$ cat config.mk
export PLATFORM = sky130hd
export DESIGN_NAME = len5_exec_top
export DESIGN_NICKNAME = d
export VERILOG_FILES = /design/src/source/len5_pkg.sv /design/src/source/expipe_pkg.sv /design/src/source/alu_unit.sv /design/src/source/cdb_arbiter.sv /design/src/source/generic_rs.sv /design/src/source/len5_exec_top.sv /design/src/source/simd_unit.sv
export VERILOG_INCLUDE_DIRS = /design/src /design/src/include
export SDC_FILE = /design/constraint.sdc
export NUM_CORES = 2
export LEC_CHECK = 0
export ABC_AREA = 0
export BUFFER_PORTS_ARGS = -buffer_cell sky130_fd_sc_hd__buf_4
export CORE_ASPECT_RATIO = 0.75
export CORE_MARGIN = 2
export CORE_UTILIZATION = 35
export DETAILED_ROUTE_END_ITERATION = 10
export PLACE_DENSITY = 0.49
export SLEW_MARGIN = 20
export SYNTH_ARGS = -nofsm -noshare
export SYNTH_HDL_FRONTEND = slang
export SYNTH_HIERARCHICAL = 1
export SYNTH_SLANG_ARGS = --single-unit
$ cat constraint.sdc
create_clock -name clk_i -period 33 [get_ports clk_i]
set_input_delay 1.65 -clock clk_i [delete_from_list [all_inputs] [get_ports clk_i]]
set_output_delay 1.65 -clock clk_i [all_outputs]
set_load 0.01 [all_outputs]
$ cat src/include/expipe_consts.svh
// Sizing constants of the execution pipeline
// RS_IDX_W must equal clog2(RS_DEPTH), and N_EU is fixed at 2 by the 1-bit unit id
`ifndef EXPIPE_CONSTS_SVH
`define EXPIPE_CONSTS_SVH

// Data word width
`define XLEN_W 64

// Unit control code width
`define EU_CTL_W 4

// Exception code width
`define EXCEPT_W 2

// Entries per reservation station
`define RS_DEPTH 8

// Entry index width
`define RS_IDX_W 3

// Units sharing the CDB
`define N_EU 2

`endif

$ cat src/source/len5_pkg.sv
// Core-wide base types
// Data width comes from the shared constants header
`include "expipe_consts.svh"

package len5_pkg;

    // One data word
    typedef logic [`XLEN_W-1:0] xlen_t;

    // SIMD lane size
    typedef enum logic [1:0] {
        LANE_8  = 2'd0,
        LANE_16 = 2'd1,
        LANE_32 = 2'd2,
        LANE_64 = 2'd3
    } lane_sz_t;

endpackage

$ cat src/source/expipe_pkg.sv
// Execution pipeline types shared by the RS, the units and the CDB
// Control fields use enums, but any 4-bit value can be driven in
`include "expipe_consts.svh"

package expipe_pkg;

    import len5_pkg::*;

    // Entry index inside one RS
    typedef logic [`RS_IDX_W-1:0] rs_idx_t;

    // Scalar ALU codes, 8 to 15 are illegal
    typedef enum logic [`EU_CTL_W-1:0] {
        ADD = 4'd0,
        SUB = 4'd1,
        AND = 4'd2,
        OR  = 4'd3,
        XOR = 4'd4,
        SLL = 4'd5,
        SRL = 4'd6,
        SLT = 4'd7
    } alu_op_t;

    // SIMD codes, 5 to 15 are illegal
    typedef enum logic [`EU_CTL_W-1:0] {
        VADD = 4'd0,
        VSUB = 4'd1,
        VMIN = 4'd2,
        VMAX = 4'd3,
        VSEL = 4'd4
    } simd_op_t;

    typedef enum logic [`EXCEPT_W-1:0] {
        EXC_NONE    = 2'd0,
        ILLEGAL_CTL = 2'd1
    } exc_code_t;

    // Issue payload of the ALU RS
    typedef struct packed {
        alu_op_t ctl;
        xlen_t   rs1;
        xlen_t   rs2;
    } alu_issue_t;

    // Issue payload of the SIMD RS
    typedef struct packed {
        simd_op_t ctl;
        lane_sz_t lane_sz;
        xlen_t    rs1;
        xlen_t    rs2;
    } simd_issue_t;

    // Result of one unit, tagged with its RS entry
    typedef struct packed {
        rs_idx_t   idx;
        xlen_t     result;
        logic      except_raised;
        exc_code_t except_code;
    } eu_result_t;

    // CDB broadcast, unit id 0 is the ALU and 1 the SIMD unit
    typedef struct packed {
        logic       eu_id;
        eu_result_t res;
    } cdb_pkt_t;

endpackage

$ cat src/source/alu_unit.sv
// Single-cycle scalar ALU with one result register toward the CDB arbiter
// Shifts use the low bits of rs2 only, illegal codes return zero with an exception
`timescale 1ns/10ps
`include "expipe_consts.svh"

module alu_unit (
    input  logic                   clk_i,
    input  logic                   rst_n_i,
    input  logic                   flush_i,
    // From the RS
    input  logic                   disp_valid_i,
    input  expipe_pkg::alu_issue_t disp_payload_i,
    input  expipe_pkg::rs_idx_t    disp_idx_i,
    output logic                   disp_ready_o,
    // To the arbiter
    output logic                   res_valid_o,
    output expipe_pkg::eu_result_t res_o,
    input  logic                   grant_i
);

    import len5_pkg::*;
    import expipe_pkg::*;

    localparam int SHAMT_W = $clog2(`XLEN_W);

    xlen_t               rs1;
    xlen_t               rs2;
    logic [SHAMT_W-1:0]  shamt;
    eu_result_t          res_d;
    logic                accept;

    assign rs1   = disp_payload_i.rs1;
    assign rs2   = disp_payload_i.rs2;
    assign shamt = rs2[SHAMT_W-1:0];

    // Free slot, or the held result leaves this cycle
    assign disp_ready_o = !res_valid_o || grant_i;
    assign accept       = disp_valid_i && disp_ready_o;

    always_comb begin
        res_d.idx           = disp_idx_i;
        res_d.result        = '0;
        res_d.except_raised = 1'b0;
        res_d.except_code   = EXC_NONE;
        case (disp_payload_i.ctl)
            ADD: res_d.result = rs1 + rs2;
            SUB: res_d.result = rs1 - rs2;
            AND: res_d.result = rs1 & rs2;
            OR:  res_d.result = rs1 | rs2;
            XOR: res_d.result = rs1 ^ rs2;
            SLL: res_d.result = rs1 << shamt;
            SRL: res_d.result = rs1 >> shamt;
            // Signed compare, 1 or 0
            SLT: res_d.result = xlen_t'($signed(rs1) < $signed(rs2));
            default: begin
                res_d.except_raised = 1'b1;
                res_d.except_code   = ILLEGAL_CTL;
            end
        endcase
    end

    // Valid held until granted, a new accept refills it on the same edge
    always_ff @(posedge clk_i or negedge rst_n_i) begin
        if (!rst_n_i) begin
            res_valid_o <= 1'b0;
        end else if (flush_i) begin
            res_valid_o <= 1'b0;
        end else if (accept) begin
            res_valid_o <= 1'b1;
        end else if (grant_i) begin
            res_valid_o <= 1'b0;
        end
    end

    always_ff @(posedge clk_i) begin
        if (accept) begin
            res_o <= res_d;
        end
    end

endmodule

$ cat src/source/cdb_arbiter.sv
// Two-way round-robin CDB arbiter, grant is combinational and the packet registered
// The CDB has no back-pressure, so every granted result is broadcast
`timescale 1ns/10ps
`include "expipe_consts.svh"

module cdb_arbiter (
    input  logic                   clk_i,
    input  logic                   rst_n_i,
    input  logic                   flush_i,
    input  logic [`N_EU-1:0]       req_i,
    input  expipe_pkg::eu_result_t res_alu_i,
    input  expipe_pkg::eu_result_t res_simd_i,
    output logic [`N_EU-1:0]       grant_o,
    output logic                   cdb_valid_o,
    output expipe_pkg::cdb_pkt_t   cdb_o
);

    import expipe_pkg::*;

    // Unit granted most recently
    logic last_q;
    // Winning unit id, 1 is SIMD
    logic win;
    logic any_req;

    assign any_req = |req_i;

    // On contention the unit not granted last wins
    assign win     = (req_i[0] && req_i[1]) ? !last_q : req_i[1];
    assign grant_o = {req_i[1] && win, req_i[0] && !win};

    always_ff @(posedge clk_i or negedge rst_n_i) begin
        if (!rst_n_i) begin
            cdb_valid_o <= 1'b0;
            last_q      <= 1'b0;
        end else if (flush_i) begin
            cdb_valid_o <= 1'b0;
            last_q      <= 1'b0;
        end else begin
            cdb_valid_o <= any_req;
            if (any_req) begin
                last_q <= win;
            end
        end
    end

    // Packet tagged with the winner id
    always_ff @(posedge clk_i) begin
        if (any_req) begin
            cdb_o.eu_id <= win;
            cdb_o.res   <= win ? res_simd_i : res_alu_i;
        end
    end

endmodule

$ cat src/source/generic_rs.sv
// Reservation station for operands that are already ready, no wakeup or tag match
// Dispatch is strictly in issue order, an entry is freed only by its own CDB packet
`timescale 1ns/10ps
`include "expipe_consts.svh"

module generic_rs #(
    parameter type         T_PAYLOAD = logic,
    parameter int unsigned DEPTH     = `RS_DEPTH,
    parameter bit          EU_ID     = 1'b0
) (
    input  logic                 clk_i,
    input  logic                 rst_n_i,
    input  logic                 flush_i,
    // Issue side
    input  logic                 iss_valid_i,
    output logic                 iss_ready_o,
    input  T_PAYLOAD             iss_payload_i,
    // Dispatch side
    output logic                 disp_valid_o,
    output T_PAYLOAD             disp_payload_o,
    output expipe_pkg::rs_idx_t  disp_idx_o,
    input  logic                 disp_ready_i,
    // CDB snoop
    input  logic                 cdb_valid_i,
    input  expipe_pkg::cdb_pkt_t cdb_i
);

    import expipe_pkg::*;

    // Per-entry state
    logic [DEPTH-1:0] busy_q;
    logic [DEPTH-1:0] sent_q;
    T_PAYLOAD         payload_q [DEPTH];
    rs_idx_t          stamp_q [DEPTH];

    // Allocation and dispatch counters give the age order
    rs_idx_t alloc_cnt_q;
    rs_idx_t disp_cnt_q;

    logic    free_found;
    rs_idx_t alloc_idx;
    logic    disp_found;
    rs_idx_t disp_sel;
    logic    iss_fire;
    logic    disp_fire;
    logic    cdb_free;

    // Lowest free index
    always_comb begin
        free_found = 1'b0;
        alloc_idx  = '0;
        for (int i = DEPTH - 1; i >= 0; i--) begin
            if (!busy_q[i]) begin
                free_found = 1'b1;
                alloc_idx  = rs_idx_t'(i);
            end
        end
    end

    // Oldest waiting entry carries the stamp the dispatch counter expects
    // Live stamps are unique because at most DEPTH entries exist
    always_comb begin
        disp_found = 1'b0;
        disp_sel   = '0;
        for (int i = 0; i < DEPTH; i++) begin
            if (busy_q[i] && !sent_q[i] && stamp_q[i] == disp_cnt_q) begin
                disp_found = 1'b1;
                disp_sel   = rs_idx_t'(i);
            end
        end
    end

    assign iss_ready_o    = free_found && !flush_i;
    assign iss_fire       = iss_valid_i && iss_ready_o;
    assign disp_valid_o   = disp_found;
    assign disp_payload_o = payload_q[disp_sel];
    assign disp_idx_o     = disp_sel;
    assign disp_fire      = disp_valid_o && disp_ready_i;
    assign cdb_free       = cdb_valid_i && (cdb_i.eu_id == EU_ID);

    // Control state
    always_ff @(posedge clk_i or negedge rst_n_i) begin
        if (!rst_n_i) begin
            busy_q      <= '0;
            sent_q      <= '0;
            alloc_cnt_q <= '0;
            disp_cnt_q  <= '0;
        end else if (flush_i) begin
            busy_q      <= '0;
            sent_q      <= '0;
            alloc_cnt_q <= '0;
            disp_cnt_q  <= '0;
        end else begin
            // Result broadcast releases the entry
            if (cdb_free) begin
                busy_q[cdb_i.res.idx] <= 1'b0;
                sent_q[cdb_i.res.idx] <= 1'b0;
            end
            // New entry, only ever a free index
            if (iss_fire) begin
                busy_q[alloc_idx] <= 1'b1;
                sent_q[alloc_idx] <= 1'b0;
                alloc_cnt_q       <= alloc_cnt_q + 1'b1;
            end
            if (disp_fire) begin
                sent_q[disp_sel] <= 1'b1;
                disp_cnt_q       <= disp_cnt_q + 1'b1;
            end
        end
    end

    // Entry contents, only read while the entry is busy
    always_ff @(posedge clk_i) begin
        if (iss_fire) begin
            payload_q[alloc_idx] <= iss_payload_i;
            stamp_q[alloc_idx]   <= alloc_cnt_q;
        end
    end

endmodule

$ cat src/source/len5_exec_top.sv
// Execution stage with ALU and SIMD units sharing one CDB
// Issued instructions must already have both operands
`timescale 1ns/10ps
`include "expipe_consts.svh"

module len5_exec_top (
    input  logic                    clk_i,
    input  logic                    rst_n_i,
    input  logic                    flush_i,
    // ALU issue
    input  logic                    alu_iss_valid_i,
    input  expipe_pkg::alu_issue_t  alu_iss_payload_i,
    output logic                    alu_iss_ready_o,
    // SIMD issue
    input  logic                    simd_iss_valid_i,
    input  expipe_pkg::simd_issue_t simd_iss_payload_i,
    output logic                    simd_iss_ready_o,
    // Result broadcast
    output logic                    cdb_valid_o,
    output expipe_pkg::cdb_pkt_t    cdb_o
);

    import expipe_pkg::*;

    // ALU dispatch path
    logic        alu_disp_valid;
    alu_issue_t  alu_disp_payload;
    rs_idx_t     alu_disp_idx;
    logic        alu_disp_ready;
    eu_result_t  alu_res;

    // SIMD dispatch path
    logic        simd_disp_valid;
    simd_issue_t simd_disp_payload;
    rs_idx_t     simd_disp_idx;
    logic        simd_disp_ready;
    eu_result_t  simd_res;

    // Bit 0 is the ALU, bit 1 the SIMD unit
    logic [`N_EU-1:0] req;
    logic [`N_EU-1:0] grant;

    generic_rs #(
        .T_PAYLOAD (alu_issue_t),
        .EU_ID     (1'b0)
    ) u_alu_rs (
        .clk_i          (clk_i),
        .rst_n_i        (rst_n_i),
        .flush_i        (flush_i),
        .iss_valid_i    (alu_iss_valid_i),
        .iss_ready_o    (alu_iss_ready_o),
        .iss_payload_i  (alu_iss_payload_i),
        .disp_valid_o   (alu_disp_valid),
        .disp_payload_o (alu_disp_payload),
        .disp_idx_o     (alu_disp_idx),
        .disp_ready_i   (alu_disp_ready),
        .cdb_valid_i    (cdb_valid_o),
        .cdb_i          (cdb_o)
    );

    generic_rs #(
        .T_PAYLOAD (simd_issue_t),
        .EU_ID     (1'b1)
    ) u_simd_rs (
        .clk_i          (clk_i),
        .rst_n_i        (rst_n_i),
        .flush_i        (flush_i),
        .iss_valid_i    (simd_iss_valid_i),
        .iss_ready_o    (simd_iss_ready_o),
        .iss_payload_i  (simd_iss_payload_i),
        .disp_valid_o   (simd_disp_valid),
        .disp_payload_o (simd_disp_payload),
        .disp_idx_o     (simd_disp_idx),
        .disp_ready_i   (simd_disp_ready),
        .cdb_valid_i    (cdb_valid_o),
        .cdb_i          (cdb_o)
    );

    alu_unit u_alu (
        .clk_i          (clk_i),
        .rst_n_i        (rst_n_i),
        .flush_i        (flush_i),
        .disp_valid_i   (alu_disp_valid),
        .disp_payload_i (alu_disp_payload),
        .disp_idx_i     (alu_disp_idx),
        .disp_ready_o   (alu_disp_ready),
        .res_valid_o    (req[0]),
        .res_o          (alu_res),
        .grant_i        (grant[0])
    );

    simd_unit u_simd (
        .clk_i          (clk_i),
        .rst_n_i        (rst_n_i),
        .flush_i        (flush_i),
        .disp_valid_i   (simd_disp_valid),
        .disp_payload_i (simd_disp_payload),
        .disp_idx_i     (simd_disp_idx),
        .disp_ready_o   (simd_disp_ready),
        .res_valid_o    (req[1]),
        .res_o          (simd_res),
        .grant_i        (grant[1])
    );

    cdb_arbiter u_arb (
        .clk_i       (clk_i),
        .rst_n_i     (rst_n_i),
        .flush_i     (flush_i),
        .req_i       (req),
        .res_alu_i   (alu_res),
        .res_simd_i  (simd_res),
        .grant_o     (grant),
        .cdb_valid_o (cdb_valid_o),
        .cdb_o       (cdb_o)
    );

endmodule

$ cat src/source/simd_unit.sv
// Packed-SIMD unit, lanewise on 8, 16, 32 or 64-bit lanes in one cycle
// Add and sub wrap per lane, min and max are signed, illegal codes return zero
`timescale 1ns/10ps
`include "expipe_consts.svh"

module simd_unit (
    input  logic                    clk_i,
    input  logic                    rst_n_i,
    input  logic                    flush_i,
    // From the RS
    input  logic                    disp_valid_i,
    input  expipe_pkg::simd_issue_t disp_payload_i,
    input  expipe_pkg::rs_idx_t     disp_idx_i,
    output logic                    disp_ready_o,
    // To the arbiter
    output logic                    res_valid_o,
    output expipe_pkg::eu_result_t  res_o,
    input  logic                    grant_i
);

    import len5_pkg::*;
    import expipe_pkg::*;

    // One result per lane size, picked by lane_sz
    logic [3:0][`XLEN_W-1:0] lane_res;
    logic                    legal;
    eu_result_t              res_d;
    logic                    accept;

    // Lanes arrive sign-extended, so one 64-bit body serves every size
    // Truncating the sum back to the lane gives the wrap
    function automatic xlen_t lane_calc(simd_op_t op, longint a, longint b);
        case (op)
            VADD:    return xlen_t'(a + b);
            VSUB:    return xlen_t'(a - b);
            VMIN:    return xlen_t'((a < b) ? a : b);
            VMAX:    return xlen_t'((a > b) ? a : b);
            // Keep rs1 lane where the rs2 lane is nonzero
            VSEL:    return xlen_t'((b != 0) ? a : 0);
            default: return '0;
        endcase
    endfunction

    for (genvar s = 0; s < 4; s++) begin : g_size
        localparam int W = 8 << s;
        for (genvar l = 0; l < `XLEN_W / W; l++) begin : g_lane
            logic signed [W-1:0] a_l;
            logic signed [W-1:0] b_l;
            xlen_t               full;

            assign a_l  = disp_payload_i.rs1[l*W +: W];
            assign b_l  = disp_payload_i.rs2[l*W +: W];
            assign full = lane_calc(disp_payload_i.ctl, 64'(a_l), 64'(b_l));
            assign lane_res[s][l*W +: W] = full[W-1:0];
        end
    end

    assign legal = disp_payload_i.ctl inside {VADD, VSUB, VMIN, VMAX, VSEL};

    always_comb begin
        res_d.idx           = disp_idx_i;
        res_d.result        = legal ? lane_res[disp_payload_i.lane_sz] : '0;
        res_d.except_raised = !legal;
        res_d.except_code   = legal ? EXC_NONE : ILLEGAL_CTL;
    end

    // Same accept and hold rules as the ALU
    assign disp_ready_o = !res_valid_o || grant_i;
    assign accept       = disp_valid_i && disp_ready_o;

    always_ff @(posedge clk_i or negedge rst_n_i) begin
        if (!rst_n_i) begin
            res_valid_o <= 1'b0;
        end else if (flush_i) begin
            res_valid_o <= 1'b0;
        end else if (accept) begin
            res_valid_o <= 1'b1;
        end else if (grant_i) begin
            res_valid_o <= 1'b0;
        end
    end

    always_ff @(posedge clk_i) begin
        if (accept) begin
            res_o <= res_d;
        end
    end

endmodule

# After elaboration in Yosys (flattened, before gate mapping)
# Memories as Yosys holds them, arrays and structs flattened.
# Cells that the tools add are included.
word_totals:
  ff_bits: 259
  ramBits: 2176
  memories: 4
  input_bits: 271
memory_table:
  columns: ["name", "words", "width", "read_ports", "rd_clocked_by_memory_dff", "wr", "line", "rtl"]
  rows:
  - ["u_simd_rs.payload_q", 8, 134, 1, 0, 1, "generic_rs.sv:33", "T_PAYLOAD payload_q [DEPTH];"]
  - ["u_alu_rs.payload_q", 8, 132, 1, 0, 1, "generic_rs.sv:33", null]
  - ["u_alu_rs.stamp_q", 8, 3, 8, 0, 1, "generic_rs.sv:34", "rs_idx_t stamp_q [DEPTH];"]
  - ["u_simd_rs.stamp_q", 8, 3, 8, 0, 1, "generic_rs.sv:34", null]
op_classes:
  eq_ne: 27
  addsub: 36
  magnitude_cmp: 42
  n_reduce_logical: 99
  bitwise_logic: 17
  n_mux: 180
  n_shift: 2
ops:
  columns: ["op", "count"]
  rows:
  - ["nonzero test 64 bit", 15]
  - ["one-hot mux 64 bit (8 select lines)", 1]
  - ["2-to-1 mux 8 bit", 44]
  - ["one-hot mux 16 bit (5 select lines)", 4]
  - ["one-hot mux 32 bit (5 select lines)", 2]
  - ["one-hot mux 64 bit (5 select lines)", 1]
  - ["one-hot mux 8 bit (5 select lines)", 8]
  - ["2-to-1 mux 64 bit", 4]
  - ["2-to-1 mux 16 bit", 12]
  - ["2-to-1 mux 32 bit", 6]
  - ["adder 64 bit", 2]
  - ["binary-select mux 64 bit (select 2 bit)", 1]
  - ["< comparator 64 bit", 2]
  - ["subtractor 64 bit", 2]
  - ["2-to-1 mux 3 bit", 33]
  - ["2-to-1 mux 70 bit", 1]
  - ["adder 16 bit", 4]
  - ["adder 32 bit", 2]
  - ["adder 8 bit", 8]
  - ["AND 64 bit", 1]
  - ["> comparator 16 bit", 4]
  - ["> comparator 32 bit", 2]
  - ["> comparator 64 bit", 1]
  - ["> comparator 8 bit", 8]
  - ["other kinds (34)", 235]

# Depth between registers and ports, before layout
depth:
  depth_word: 19
  mapped_depth: 30

# Modules after synthesis
# The synthesis kept the hierarchy.
modules_own_cells:
  columns: ["module", "area_per_inst_um2", "cells_per_inst", "instances", "seq_area_each_um2"]
  rows:
  - ["generic_rs (u_simd_rs)", 42056.6, 2502, 1, 33462.1]
  - ["generic_rs (u_alu_rs)", 41419.7, 2469, 1, 32981.6]
  - ["simd_unit", 23832.9, 3580, 1, 2067.0]
  - ["alu_unit", 19718.9, 2828, 1, 2067.0]
  - ["cdb_arbiter", 3443.3, 159, 1, 2182.1]

# Worst setup path before layout
# Ideal clock, no wire load.
synth_timing:
  path_type: "input-to-reg"
  startpoint: "in flush_i"
  endpoint: "reg u_simd_rs.sent_q[1]"
  arrival_ps: 12558
  setup_time_ps: 136
  setup_slack_ps: 20306
  stages: 4
  n_path_buf: 0
  path_cell_list: "nand2b_1 -> nor3b_1 -> nand3b_1 -> a21oi_1"
synth_between:
  elab_chain_len: 8
synth_lines:
  columns: ["item", "line", "rtl"]
  rows:
  - ["start, declared", "len5_exec_top.sv:9", "input logic flush_i,"]
  - ["zero test 1 bit", "generic_rs.sv:73", "assign iss_ready_o = free_found && !flush_i;"]
  - ["logical AND 1 bit", "generic_rs.sv:73", null]
  - ["logical AND 1 bit", "generic_rs.sv:74", "assign iss_fire = iss_valid_i && iss_ready_o;"]
  - ["2-to-1 mux 8 bit", "generic_rs.sv:100", "if (iss_fire) begin"]
  - ["2-to-1 mux 8 bit", "generic_rs.sv:88", "end else if (flush_i) begin"]
  - ["OR 8 bit (no source line)", null, null]
  - ["2-to-1 mux 8 bit", "generic_rs.sv:105", "if (disp_fire) begin"]
  - ["2-to-1 mux 8 bit (*)", "generic_rs.sv:88", null]
  - ["end signal, assigned", "generic_rs.sv:85", "sent_q <= '0;"]
  - ["end signal, assigned", "generic_rs.sv:90", "sent_q <= '0;"]
  - ["end signal, assigned by index", "generic_rs.sv:106", "sent_q[disp_sel] <= 1'b1;"]
  - ["end, declared", "generic_rs.sv:32", "logic [DEPTH-1:0] sent_q;"]
# Mark *: on every way between the ends. The rest lies on a longest branch, timed or not. The select of a mux whose other input is x is not followed.
# A chain may end at the register's enable or synchronous reset.

==> key figures <==
Run status
  • Status: complete, no violations

STA
  • RSZ-0062 raised after global routing: false
  • Max-slew violation count: 0
  • Max_slew headroom: between 10% and 20%
  • Worst setup margin: ~21 ns
  • Final worst-path cycle share: 35.9%
  • TNS Setup: 0 ns
  • Final Setup Violations: 0
  • FMAX: around 0.084 GHz
  • Tmin final: about 12 ns
  • Final Skew: 0.0931 ns
  • Hold Violations, Final: 0
  • Worst Tran Pin Value: 1.33 ns

Hold path
  • Hold path cells: 1
  • HP Start: u_simd/res_o[54]$_SDFFCE_PP0P_
  • Hold WC Path Type: reg2reg
  • Worst Hold End: u_arb/cdb_o[54]$_DFFE_PP_

Route
  • Detailed Routing Iterations Pass 1: 7
  • Initial DRC Count: 14500
  • Final wirelength: about 590 mm
  • Vias: 104000
  • Vias per cell: 6.18
  • Drt drc: 0
  • DR WL/cell: 35.0 um
  • Routed Antenna Nets: 0

Floorplanning
  • Row count: 194
  • I/O pin total: roughly 350
  • Chip width: 709 um
  • Initial Util: 35.1%
  • Core area: 372000 um2
  • Die Y-Extent: about 530 um
  • Die area: 378000 um2

Synthesis
  • Synth async-reset ratio: 1.97%
  • Number of synthesis warnings: 6
  • Cells taking the most area after synthesis: edfxtp_1 55%, mux2i_1 5.1%, a21oi_1 4.8%
  • Post-synthesis sequential area ratio: 55.8%
  • Post-synth design cell area: 130000 um2
  • Yosys cell types: 126
  • Post-synth EDFFs: ~2400
  • Synth top area share: 54.8%
  • Avg Inst Size Synth: 11.3 um2
  • Syn_nets: 12200
  • Yosys top cell by area: edfxtp_1
  • Cell count after synthesis: between 10000 and 15000
  • Ys flop type: edfxtp_1
  • Flops & latches, synth: 2431

Worst setup path
  • Worst path top cell family by delay: simple AND/OR/NAND/NOR gates
  • Delay of the slowest cell on the worst path: 1.12 ns
  • Type of element capturing the critical path: flip-flop
  • Reg2reg setup slack: 21.14 ns
  • Worst setup SP type: flip-flop
  • WS Path Type: reg2reg
  • CP max-delay cell: a221o_2
  • Critical path required time: 33.76 ns
  • Worst EP arrival: 12.62 ns
  • FF-to-FF Start: u_simd_rs/disp_cnt_q[0]$_DFFE_PN0P_
  • WP buf/inv: 6
  • FF-to-FF End: u_simd/res_o[27]$_SDFFCE_PP0P_
  • FF-to-FF path depth: 25
  • Crit Path Max Fanout: 103
  • Most used cell, CP: buf_4

Place
  • Place WS: around 21 ns
  • GP Congestion: 1.04
  • Post-DP Area: around 140000 um2
  • DP Cell Count: ~16000
  • DP HPWL: 419 mm
  • Port-buffer cells: 344

Layout
  • Register cell area after layout: slightly above 70000 um2
  • Proportion of layout cells with a drive suffix above 1: 11.5%
  • Finished Layout Cells: 16900
  • Synth-to-Final Area Change: 12.9%
  • Design Area, Final: ~150000 um2
  • Fin nets: 12300
  • Multi-input gate area: 53000 um2
  • Commonest non-fill, non-tap cell in the layout: edfxtp_1
  • Filler cells: 35600
  • Leading cell types in the layout, fill and taps excluded: 2383 x edfxtp_1, 1258 x a21oi_1, 1090 x nand2_1

GRT
  • Pin count of the biggest net entering global routing: 105
  • Vias in the first global route: 97000
  • Initial antenna violation count: a little under 80
  • First-pass GRT wire length: ~800 mm
  • Total congestion overflow: 0
  • Global Route Usage Sum: 30.0%

Clock network
  • CTS buffer count: about 270
  • CTS tree: built
  • Clk slew on worst S/H paths: 0.06 ns
  • CTS Buffer Depth: 4
  • CTS resizes: 0
  • Worst-Skew Late Latency: 1.00 ns
  • Setup bufs post-CTS: 0
  • CTS Hold Bufs: 0
  • Root Buffer: clkbuf_16
  • Max H-tree Level: 5
  • CTS sink cnt: 2431

Power
  • Leakage: 50.9 nW
  • Sw frac: between 20 and 30%
  • Combinational Power Share: 14.0%
  • Max VDD drop: 0.0000419 V
  • Clk pwr share: 39.5%
  • Pwr Density: 50.4 nW/um2
  • Sw Pwr: ~2.1 mW
  • Cell Int Power: 5.37 mW
  • Sequential share of power: 46.5%

Job
  • Max Cap Violations: 0
[routing by layer]
metal	vias to the layer above	track usage, %	wire length (um)
met3	768	8.84	64900
li1	44400	-	-
met2	5510	39.5	228000
met4	54	8.42	18500
met1	53400	46.7	278000
met5	-	0	369
[area by class of cell]
| class | instances | area share (%) |
|---|---|---|
| flip-flops and latches | 2431 | 49.4 |
| multi-input cells | 7877 | 36.0 |
| inverters | 396 | 1.05 |
| diodes | 31 | 0.0527 |
| repair buffers | 663 | 3.52 |
| clock buffers | 316 | 4.72 |
| well taps | 4998 | 4.25 |
| clock inverters | 157 | 0.997 |
[cells by family after synthesis]
| kind of cell | count (synthesis) | share of synthesized area (%) |
|---|---|---|
| fa+ha+maj | 360 | 3.56 |
| simple gates | 2858 | 10.1 |
| mux | 787 | 6.60 |
| other cells | 2 | 0.00576 |
| flops | 2431 | 55.8 |
| compound gates | 3597 | 18.2 |
| buf+inv | 1230 | 3.93 |
| xor+xnor | 273 | 1.84 |
[worst max path at each step]
stage                                              from                        endpoint  slack (ns)  depth (start not counted)
global route        u_simd_rs/disp_cnt_q[0]$_DFFE_PN0P_  u_simd/res_o[27]$_SDFFCE_PP0P_       20.82                         25
finish              u_simd_rs/disp_cnt_q[0]$_DFFE_PN0P_  u_simd/res_o[27]$_SDFFCE_PP0P_       21.14                         25
detailed placement  u_simd_rs/disp_cnt_q[0]$_DFFE_PN0P_  u_simd/res_o[27]$_SDFFCE_PP0P_       21.45                         25
floorplan                                       flush_i   u_simd_rs/sent_q[1]$_DFF_PN0_       20.31                          4
global placement    u_simd_rs/disp_cnt_q[0]$_DFFE_PN0P_  u_simd/res_o[30]$_SDFFCE_PP0P_       21.54                         25
CTS                 u_simd_rs/disp_cnt_q[0]$_DFFE_PN0P_  u_simd/res_o[27]$_SDFFCE_PP0P_       21.37                         25
[Yosys cell counts (86+ instances only)]
cell type,number
nor2_1,760
nor3_1,103
a21oi_1,1259
nand2_1,1095
inv_1,358
mux2i_1,660
a22o_1,275
edfxtp_1,2383
buf_1,101
o31ai_1,97
o211ai_1,86
ha_1,342
o221ai_1,378
nand4_1,94
nor4_1,102
xnor2_1,232
o21ai_0,543
clkbuf_1,521
nand3_1,131
a31oi_1,116
a221oi_1,136
buf_2,171
or3_1,288
[stage by stage]
step           util [%]  hold slack [ns]  power (mW)
6_report           39.6            0.532        7.43
4_1_cts            39.6            0.511        7.45
3_5_place_dp       37.3            0.516        4.51
5_1_grt            39.6            0.504        7.65
2_1_floorplan         -            0.491        4.06
3_3_place_gp       37.3            0.513        4.51
[state kept, by name, summed over array words and instances, names as in the netlist, 3 cells and up]
register / flops
u_simd_rs/alloc_cnt_q: 3
u_alu/res_o: 68
u_simd_rs/busy_q: 8
u_simd_rs/stamp_q: 24
u_simd_rs/disp_cnt_q: 3
u_alu_rs/stamp_q: 24
u_alu_rs/busy_q: 8
u_simd_rs/payload_q: 1072
u_alu_rs/sent_q: 8
u_alu_rs/payload_q: 1056
u_alu_rs/disp_cnt_q: 3
u_arb/cdb_o: 71
u_simd/res_o: 68
u_simd_rs/sent_q: 8
u_alu_rs/alloc_cnt_q: 3
[power by group through the flow]
stage	combinational, mW	sequential (mW)	clock (mW)
6_report	1.04	3.45	2.94
2_1_floorplan	0.547	3.52	0
4_1_cts	0.993	3.45	3.01
3_5_place_dp	0.989	3.52	0
3_3_place_gp	0.991	3.52	0
5_1_grt	1.08	3.45	3.12
No activity file was read; power rests on OpenSTA's default activity.
